[src/logic/rvIsaPkg.sv]
`default_nettype none

package rvIsaPkg;

    // Widths with a meaning
    typedef logic [4:0]  regAddrT;  // Register number
    typedef logic [31:0] wordT;     // Instruction or data word
    typedef logic [2:0]  funct3T;

    localparam int OPCODE_BITS = 7;
    localparam int IMM_BITS    = 12;

    // Major opcodes, only two groups supported
    typedef enum logic [OPCODE_BITS-1:0] {
        OTHER  = 7'b0000000,
        OP_IMM = 7'b0010011,
        OP     = 7'b0110011
    } opcodeE;

    // ------------------------------
    // Field positions
    localparam int RD_LSB     = 7;
    localparam int FUNCT3_LSB = 12;
    localparam int RS1_LSB    = 15;
    localparam int RS2_LSB    = 20;
    localparam int IMM_LSB    = 20;   // I-type immediate
    localparam int ALT_BIT    = 30;   // SUB / SRA select

    // funct3 codes
    localparam funct3T F3_ADD  = 3'b000;
    localparam funct3T F3_SLL  = 3'b001;
    localparam funct3T F3_SLT  = 3'b010;
    localparam funct3T F3_SLTU = 3'b011;
    localparam funct3T F3_XOR  = 3'b100;
    localparam funct3T F3_SR   = 3'b101;  // SRL and SRA share it
    localparam funct3T F3_OR   = 3'b110;
    localparam funct3T F3_AND  = 3'b111;

    localparam wordT PC_STEP = 32'd4;

endpackage

`default_nettype wire
[src/logic/rvPipePkg.sv]
`default_nettype none

package rvPipePkg;

    // Shift amount, low bits of operand B
    typedef logic [4:0] shamtT;

    // ALU operations
    typedef enum logic [3:0] {
        ADD,
        SUB,
        SLL,
        SLT,
        SLTU,
        XOR,
        SRL,
        SRA,
        OR,
        AND
    } aluOpE;

    // Operand sources for execute
    typedef enum logic [1:0] {
        REGFILE,    // Value read in decode
        FROM_MEM,   // Result one slot ahead
        FROM_WB     // Result two slots ahead
    } fwdSelE;

    localparam rvIsaPkg::wordT RESET_PC = 32'h0000_0000;

endpackage

`default_nettype wire

[src/logic/issueIf.sv]
`timescale 1ns/1ps
`default_nettype none

// Decode/execute register contents
interface issueIf;
    import rvIsaPkg::*;
    import rvPipePkg::*;

    logic    valid;
    aluOpE   aluOp;
    regAddrT rs1;
    regAddrT rs2;
    regAddrT rd;
    logic    regWrite;   // Cleared for bubbles
    wordT    rs1Data;
    wordT    rs2Data;
    wordT    imm;
    logic    useImm;     // Operand B from imm

    modport decode (
        output valid, aluOp, rs1, rs2, rd, regWrite, rs1Data, rs2Data, imm, useImm
    );

    modport execute (
        input valid, aluOp, rs1, rs2, rd, regWrite, rs1Data, rs2Data, imm, useImm
    );

endinterface

`default_nettype wire

[src/logic/rvCore.sv]
`timescale 1ns/1ps
`default_nettype none

module rvCore (
    input  logic              clk,
    input  logic              rst_n,
    output rvIsaPkg::wordT    imemAddr,
    input  rvIsaPkg::wordT    imemInsn,
    output logic              retireValid,
    output rvIsaPkg::regAddrT retireReg,
    output rvIsaPkg::wordT    retireData
);
    import rvIsaPkg::*;

    wordT fetchPc;      // IF/ID contents
    wordT fetchInsn;
    logic fetchValid;

    issueIf issueBus ();  // ID/EX register

    fetchUnit fetchUnit_inst (
        .clk        (clk),
        .rst_n      (rst_n),
        .imemAddr   (imemAddr),
        .imemInsn   (imemInsn),
        .fetchPc    (fetchPc),
        .fetchInsn  (fetchInsn),
        .fetchValid (fetchValid)
    );

    // Write-back loops back into decode, same signals leave as retire port
    decodeStage decodeStage_inst (
        .clk        (clk),
        .rst_n      (rst_n),
        .fetchInsn  (fetchInsn),
        .fetchPc    (fetchPc),
        .fetchValid (fetchValid),
        .wbValid    (retireValid),
        .wbReg      (retireReg),
        .wbData     (retireData),
        .issue      (issueBus.decode)
    );

    executeStage executeStage_inst (
        .clk     (clk),
        .rst_n   (rst_n),
        .issue   (issueBus.execute),
        .wbValid (retireValid),
        .wbReg   (retireReg),
        .wbData  (retireData)
    );

endmodule

`default_nettype wire

[src/logic/executeStage.sv]
`timescale 1ns/1ps
`default_nettype none

module executeStage (
    input  logic              clk,
    input  logic              rst_n,
    issueIf.execute           issue,
    output logic              wbValid,
    output rvIsaPkg::regAddrT wbReg,
    output rvIsaPkg::wordT    wbData
);
    import rvIsaPkg::*;
    import rvPipePkg::*;

    logic    exWrite;       // Instruction in EX will write a register
    logic    exMemWrite;
    regAddrT exMemRd;
    wordT    exMemResult;
    logic    memWbWrite;
    regAddrT memWbRd;
    wordT    memWbResult;
    fwdSelE  fwdA;
    fwdSelE  fwdB;
    wordT    opA;
    wordT    regB;
    wordT    opB;
    wordT    aluResult;

    // ------------------------------
    // Forwarding
    function automatic fwdSelE pickSource(input regAddrT src);
        if (exMemWrite && exMemRd == src)
            return FROM_MEM;   // Nearest producer wins
        else if (memWbWrite && memWbRd == src)
            return FROM_WB;
        else
            return REGFILE;
    endfunction

    function automatic wordT pickOperand(input fwdSelE sel, input wordT fileVal);
        case (sel)
            FROM_MEM: return exMemResult;
            FROM_WB:  return memWbResult;
            default:  return fileVal;
        endcase
    endfunction

    always_comb begin
        fwdA = pickSource(issue.rs1);
        fwdB = pickSource(issue.rs2);
        opA  = pickOperand(fwdA, issue.rs1Data);
        regB = pickOperand(fwdB, issue.rs2Data);
        opB  = issue.useImm ? issue.imm : regB;   // OP-IMM
    end

    aluUnit aluUnit_inst (
        .op     (issue.aluOp),
        .a      (opA),
        .b      (opB),
        .result (aluResult)
    );

    // x0 writes and bubbles drop out here
    assign exWrite = issue.valid && issue.regWrite && (issue.rd != '0);

    // ------------------------------
    // EX/MEM and MEM/WB registers
    always_ff @(posedge clk or negedge rst_n) begin
        if (!rst_n) begin
            exMemWrite <= 1'b0;
            memWbWrite <= 1'b0;
        end else begin
            exMemWrite <= exWrite;
            memWbWrite <= exMemWrite;   // Memory slot passes through
        end
    end

    always_ff @(posedge clk) begin
        exMemRd     <= issue.rd;
        exMemResult <= aluResult;
        memWbRd     <= exMemRd;
        memWbResult <= exMemResult;
    end

    // Write-back, also the retire port
    assign wbValid = memWbWrite;
    assign wbReg   = memWbRd;
    assign wbData  = memWbResult;

endmodule

`default_nettype wire

[src/logic/decodeStage.sv]
`timescale 1ns/1ps
`default_nettype none

module decodeStage (
    input  logic              clk,
    input  logic              rst_n,
    input  rvIsaPkg::wordT    fetchInsn,
    input  rvIsaPkg::wordT    fetchPc,
    input  logic              fetchValid,
    input  logic              wbValid,
    input  rvIsaPkg::regAddrT wbReg,
    input  rvIsaPkg::wordT    wbData,
    issueIf.decode            issue
);
    import rvIsaPkg::*;
    import rvPipePkg::*;

    regAddrT             rd;
    regAddrT             rs1;
    regAddrT             rs2;
    funct3T              funct3;
    logic                altBit;
    logic [IMM_BITS-1:0] immRaw;
    opcodeE              opcode;
    aluOpE               aluOp;
    logic                isShift;
    wordT                imm;
    wordT                rs1Data;
    wordT                rs2Data;
    logic                writes;

    // ------------------------------
    // Field extraction
    assign rd     = fetchInsn[RD_LSB +: $bits(regAddrT)];
    assign rs1    = fetchInsn[RS1_LSB +: $bits(regAddrT)];
    assign rs2    = fetchInsn[RS2_LSB +: $bits(regAddrT)];
    assign funct3 = fetchInsn[FUNCT3_LSB +: $bits(funct3T)];
    assign altBit = fetchInsn[ALT_BIT];
    assign immRaw = fetchInsn[IMM_LSB +: IMM_BITS];

    always_comb begin
        case (fetchInsn[OPCODE_BITS-1:0])
            OP_IMM:  opcode = OP_IMM;
            OP:      opcode = OP;
            default: opcode = OTHER;   // Loads, stores, branches etc.
        endcase
    end

    // Alt bit means SUB only for register ops, SRA for both groups
    always_comb begin
        case (funct3)
            F3_ADD:  aluOp = (opcode == OP && altBit) ? SUB : ADD;
            F3_SLL:  aluOp = SLL;
            F3_SLT:  aluOp = SLT;
            F3_SLTU: aluOp = SLTU;
            F3_XOR:  aluOp = XOR;
            F3_SR:   aluOp = altBit ? SRA : SRL;
            F3_OR:   aluOp = OR;
            F3_AND:  aluOp = AND;
        endcase
    end

    assign isShift = (funct3 == F3_SLL) || (funct3 == F3_SR);

    // Shift immediates keep only the shift amount
    always_comb begin
        if (isShift)
            imm = wordT'(shamtT'(immRaw));
        else
            imm = {{($bits(wordT) - IMM_BITS){immRaw[IMM_BITS-1]}}, immRaw};
    end

    // Unknown opcode or misaligned fetch goes down as a bubble
    assign writes = fetchValid && (opcode != OTHER) && (fetchPc[1:0] == 2'b00);

    regFile regFile_inst (
        .clk     (clk),
        .rst_n   (rst_n),
        .rs1     (rs1),
        .rs2     (rs2),
        .rs1Data (rs1Data),
        .rs2Data (rs2Data),
        .wrEn    (wbValid),
        .wrReg   (wbReg),
        .wrData  (wbData)
    );

    // ------------------------------
    // ID/EX register
    always_ff @(posedge clk or negedge rst_n) begin
        if (!rst_n) begin
            issue.valid    <= 1'b0;
            issue.regWrite <= 1'b0;
        end else begin
            issue.valid    <= fetchValid;
            issue.regWrite <= writes;
        end
    end

    always_ff @(posedge clk) begin
        issue.aluOp   <= aluOp;
        issue.rs1     <= rs1;
        issue.rs2     <= rs2;
        issue.rd      <= rd;
        issue.rs1Data <= rs1Data;
        issue.rs2Data <= rs2Data;
        issue.imm     <= imm;
        issue.useImm  <= (opcode == OP_IMM);
    end

endmodule

`default_nettype wire

[src/logic/fetchUnit.sv]
`timescale 1ns/1ps
`default_nettype none

module fetchUnit (
    input  logic           clk,
    input  logic           rst_n,
    output rvIsaPkg::wordT imemAddr,
    input  rvIsaPkg::wordT imemInsn,
    output rvIsaPkg::wordT fetchPc,
    output rvIsaPkg::wordT fetchInsn,
    output logic           fetchValid
);
    import rvIsaPkg::*;
    import rvPipePkg::*;

    wordT pc;

    assign imemAddr = pc;   // Memory answers in the same cycle

    // No stalls, PC steps every cycle
    always_ff @(posedge clk or negedge rst_n) begin
        if (!rst_n) begin
            pc         <= RESET_PC;
            fetchValid <= 1'b0;
        end else begin
            pc         <= pc + PC_STEP;
            fetchValid <= 1'b1;  // First capture after reset
        end
    end

    // IF/ID payload
    always_ff @(posedge clk) begin
        fetchPc   <= pc;
        fetchInsn <= imemInsn;
    end

endmodule

`default_nettype wire

[src/logic/regFile.sv]
`timescale 1ns/1ps
`default_nettype none

module regFile (
    input  logic              clk,
    input  logic              rst_n,
    input  rvIsaPkg::regAddrT rs1,
    input  rvIsaPkg::regAddrT rs2,
    output rvIsaPkg::wordT    rs1Data,
    output rvIsaPkg::wordT    rs2Data,
    input  logic              wrEn,
    input  rvIsaPkg::regAddrT wrReg,
    input  rvIsaPkg::wordT    wrData
);
    import rvIsaPkg::*;

    wordT regs [1:31];   // x0 has no storage

    always_ff @(posedge clk or negedge rst_n) begin
        if (!rst_n) begin
            for (int i = 1; i < 32; i++)
                regs[i] <= '0;
        end else if (wrEn && wrReg != '0) begin
            regs[wrReg] <= wrData;
        end
    end

    // Same-cycle write is visible on the read ports
    assign rs1Data = (rs1 == '0) ? '0 : (wrEn && wrReg == rs1) ? wrData : regs[rs1];
    assign rs2Data = (rs2 == '0) ? '0 : (wrEn && wrReg == rs2) ? wrData : regs[rs2];

endmodule

`default_nettype wire

[src/logic/aluUnit.sv]
`timescale 1ns/1ps
`default_nettype none

module aluUnit (
    input  rvPipePkg::aluOpE op,
    input  rvIsaPkg::wordT   a,
    input  rvIsaPkg::wordT   b,
    output rvIsaPkg::wordT   result
);
    import rvIsaPkg::*;
    import rvPipePkg::*;

    shamtT shamt;
    logic  lessSigned;
    logic  lessUnsigned;

    assign shamt        = shamtT'(b);   // Low five bits only
    assign lessSigned   = $signed(a) < $signed(b);
    assign lessUnsigned = a < b;

    always_comb begin
        case (op)
            ADD:     result = a + b;
            SUB:     result = a - b;
            SLL:     result = a << shamt;
            SLT:     result = wordT'(lessSigned);
            SLTU:    result = wordT'(lessUnsigned);
            XOR:     result = a ^ b;
            SRL:     result = a >> shamt;
            SRA:     result = wordT'($signed(a) >>> shamt);  // Sign fill
            OR:      result = a | b;
            AND:     result = a & b;
            default: result = '0;
        endcase
    end

endmodule

`default_nettype wire

[config.mk]
export PLATFORM = sky130hd
export DESIGN_NAME = rvCore
export DESIGN_NICKNAME = d
export VERILOG_FILES = /design/src/logic/rvIsaPkg.sv /design/src/logic/rvPipePkg.sv /design/src/logic/issueIf.sv /design/src/logic/rvCore.sv /design/src/logic/executeStage.sv /design/src/logic/decodeStage.sv /design/src/logic/fetchUnit.sv /design/src/logic/regFile.sv /design/src/logic/aluUnit.sv
export SDC_FILE = /design/constraint.sdc
export NUM_CORES = 2
export LEC_CHECK = 0
export BUFFER_PORTS_ARGS = -buffer_cell sky130_fd_sc_hd__buf_4
export CORE_MARGIN = 10
export CORE_UTILIZATION = 35
export CTS_CLUSTER_SIZE = 24
export DETAILED_ROUTE_END_ITERATION = 6
export GPL_TIMING_DRIVEN = 0
export REMOVE_ABC_BUFFERS = 1
export SETUP_SLACK_MARGIN = 0.4
export SLEW_MARGIN = 20
export SYNTH_ARGS = -nofsm -noshare
export SYNTH_HDL_FRONTEND = slang
export SYNTH_SLANG_ARGS = --single-unit
[constraint.sdc]
create_clock -name clk -period 4.5 [get_ports clk]
set_input_delay 0.675 -clock clk [delete_from_list [all_inputs] [get_ports clk]]
set_output_delay 0.675 -clock clk [all_outputs]
set_load 0.005 [all_outputs]
==> out/summary.txt <==
Final Hold Fails = 0
min cycle time layout = 4.69 ns
Placer Congestion = 0.989
layout cells sized above 1 = 0.487
first-pass GRT wire length = 368,000 µm
Die ar. = 216,000 µm²
Iter 0 DRT Violations = 5,161
fin worst setup slack = -0.191 ns
Clock Path Buffers = 3
Syn. warnings = 0
Critical-path top delay cell = a2111oi_2
initial antenna violation count = 3
Synth Area in Compound Gates = 0.0712
DP Wirelength = 166,000 µm
WL final = 252,000 µm
crit start category = flop
most instantiated library cell after synthesis = mux2_2
Max Clk Rate = 213 MHz
max-cap viol count = 0
Synth Area in Simple Gates = 0.0528
Synth cell types = 87
endpoints failing setup = 12
I/O pins = 104
Post-DP Area = 75,200 µm²
crit path max fanout = 10
area leader, netlist = dfrtp_1
Primary FF master, synth = dfrtp_1
run status = complete, but fails checks
VDD IR max = 0.331 mV
CP arrival = 5.33 ns
synth cell count leaders = 1,060 x mux2_2, 1,027 x dfrtp_1, 568 x mux4_2
combinational family with the most area after synthesis = multiplexers
I/O Buffers = 101
First-pass DRT Iterations = 6
Area contributors post-synth = dfrtp_1 37%, mux4_2 18%, mux2_2 17%
Final Instance Area = 84,700 µm²
RSZ-0062 raised after global routing = true
Slew Limit Fails = 0
Avg WL per Cell = 30.6 µm
largest net degree at the start of global routing = 148
Post-Syn Area = 69,300 µm²
cell area power density = 299 nW/µm²
Worst Tran Pin Value = 1.10 ns
fin crit share = 1.04
clock skew = 0.0397 ns
failing checks = negative setup slack
slowest stage delay, CP = 0.38 ns
Die Wd = 465 µm
clk slew on worst S/H paths = 0.06 ns
Adder-Cell Fraction of Synth Area = 0.0183
clock buffer count from CTS = 142
DR vias/cell = 6.10
CTS H-Tree Depth = 4
Slew HR = 0.258
worst path bufs/invs = 4
DIE HEIGHT = 465 µm
Initial Util = 0.352
Avg Cell Area, Syn = 12.9 µm²
Root Buffer = clkbuf_16
post-place setup slack = -3.00 ns
detailed-route via count = 50,300
mux cell area share after synthesis = 0.387
core outline area = 197,000 µm²
Yosys reg bits = 1,224
Pleak = 0.0372 µW
number of synthesized flops with an enable pin = 0
vias in the first global route = 51,300
critical path data required time = 5.14 ns
critical path endpoint category = flop
GRT Util Overall = 0.226
total gr overflow = 0
Nets = 5,617
share of the synthesized area in the top cell type = 0.371
ys async rst share = 0.839
Rows = 163
WS Path Type = flop to flop
Post-Synth XOR/XNOR Area = 0.00834
drc violations = 0
later-pin clock latency in the skew report = 0.82 ns
Area Growth Syn to Fin = 22.2%
critical path's top delay family = compound AO/OA/AOI/OAI gates
synthesized netlist cell count = 5,372
worst min path class = flop to flop
sequential area share after synthesis = 0.428
CP Cell Sequence = xnor2_2 > and4_4 > nand2_8 > buf_16 > o21ai_4 > buf_12 > nor2_1 > o31ai_2 > ha_4 > and2_4 > a221oi_4 > o21ai_2 > a211oi_2 > buf_4 > a2111oi_4 > nor2_1 > buf_4 > a21oi_4 > a211o_1 > a2111oi_2 > o211ai_1
antenna viol nets, final = 0
CTS Sinks = 1,224
CTS tree = built
[final timing paths]
path,from,end,slack [ns],depth (start not counted)
min in group asynchronous,rst_n,decodeStage_inst.regFile_inst.regs[191]$_DFFE_PN0P_,0.41,2
hold reg to reg,fetchUnit_inst.fetchInsn[10]$_DFF_P_,decodeStage_inst.issue.rd[3]$_DFF_P_,0.33,0
setup / recovery,decodeStage_inst.issue.rs2[1]$_DFF_P_,executeStage_inst.exMemResult[31]$_SDFF_PN0_,-0.19,21
hold / removal,fetchUnit_inst.fetchInsn[10]$_DFF_P_,decodeStage_inst.issue.rd[3]$_DFF_P_,0.33,0
setup reg to reg,decodeStage_inst.issue.rs2[1]$_DFF_P_,executeStage_inst.exMemResult[31]$_SDFF_PN0_,-0.19,21
max in group asynchronous,rst_n,executeStage_inst.wbValid$_DFF_PN0_,1.47,6
[placed cells by master, fill, tap and decap left out, drive strengths merged, types with 108 or more instances in the layout]
cell / synthesis / final
nor2: 334 / 334
inv: 103 / 108
dfrtp: 1027 / 1027
mux2: 1061 / 1061
clkbuf: 364 / 215
a21oi: 175 / 175
mux2i: 208 / 208
mux4: 568 / 568
dfxtp: 197 / 197
nand2: 174 / 174
buf: 153 / 441
[area by class of cell]
cell class	count	area, µm²
inverters	105	434
repair buffers	477	6210
well taps	2640	3300
repair inverters	2	12.5
fillers	17700	112000
flip-flops and latches	1224	29800
clock buffers	214	4260
diodes	3	7.51
clock inverters	45	589
multi-input cells	3531	40100
[registers in the layout, indices dropped and copies added (netlist names), 7 cells and up]
name                                cells
executeStage_inst.wbData               32
decodeStage_inst.regFile_inst.regs    992
decodeStage_inst.issue.imm              7
decodeStage_inst.issue.rs1Data         32
fetchUnit_inst.fetchInsn               32
decodeStage_inst.issue.rs2Data         32
executeStage_inst.exMemResult          32
fetchUnit_inst.imemAddr                30
[stage by stage]
stage                     cells  TNS (ns)  power, µW   util  hold WS (ns)
after floorplan            4856   -712.75      12300      -         0.310
after global placement     7597         -      13100  0.362         0.320
after detailed placement   7757    -56.07      13100  0.381         0.315
after CTS                  8200    -0.381      25500  0.425         0.331
after global routing       8239     -2.25      26100  0.430         0.342
final                      8241     -1.30      25300  0.430         0.326
[report_power, final]
| group | switching, µW | internal (µW) |
|---|---|---|
| registers | 294 | 11100 |
| clock network | 4870 | 7230 |
| logic | 1120 | 741 |
| total | 6280 | 19000 |
[per-layer routing]
layer  wire length (µm)  track usage  vias to the layer above
li1                   -            -                    20800
met1             104000        0.302                    26700
met2             113000        0.346                     2222
met3              18700       0.0458                      600
met4              15900        0.122                        4
met5                 30            0                        -
[logic make-up after synthesis]
| family | after synthesis |
|---|---|
| buffers and inverters | 622 |
| adders and majority gates | 100 |
| muxes | 1837 |
| other | 2 |
| DFF | 1224 |
| AOI/OAI and AO/OA | 713 |
| and+or+nand+nor | 808 |
| xor gates and xnor gates | 66 |
[timing repair]
action | 4_1_cts | 5_1_grt
gates resized for setup | 419 | 106
cloned | 8 | 0
hold buffers | 33 | 0
pin swaps | 131 | 94
hold endpoints to repair | 85 | 0
setup buffers | 143 | 38
setup endpoints to repair | 32 | 29
Note: power is estimated with default switching activity, not from simulation.
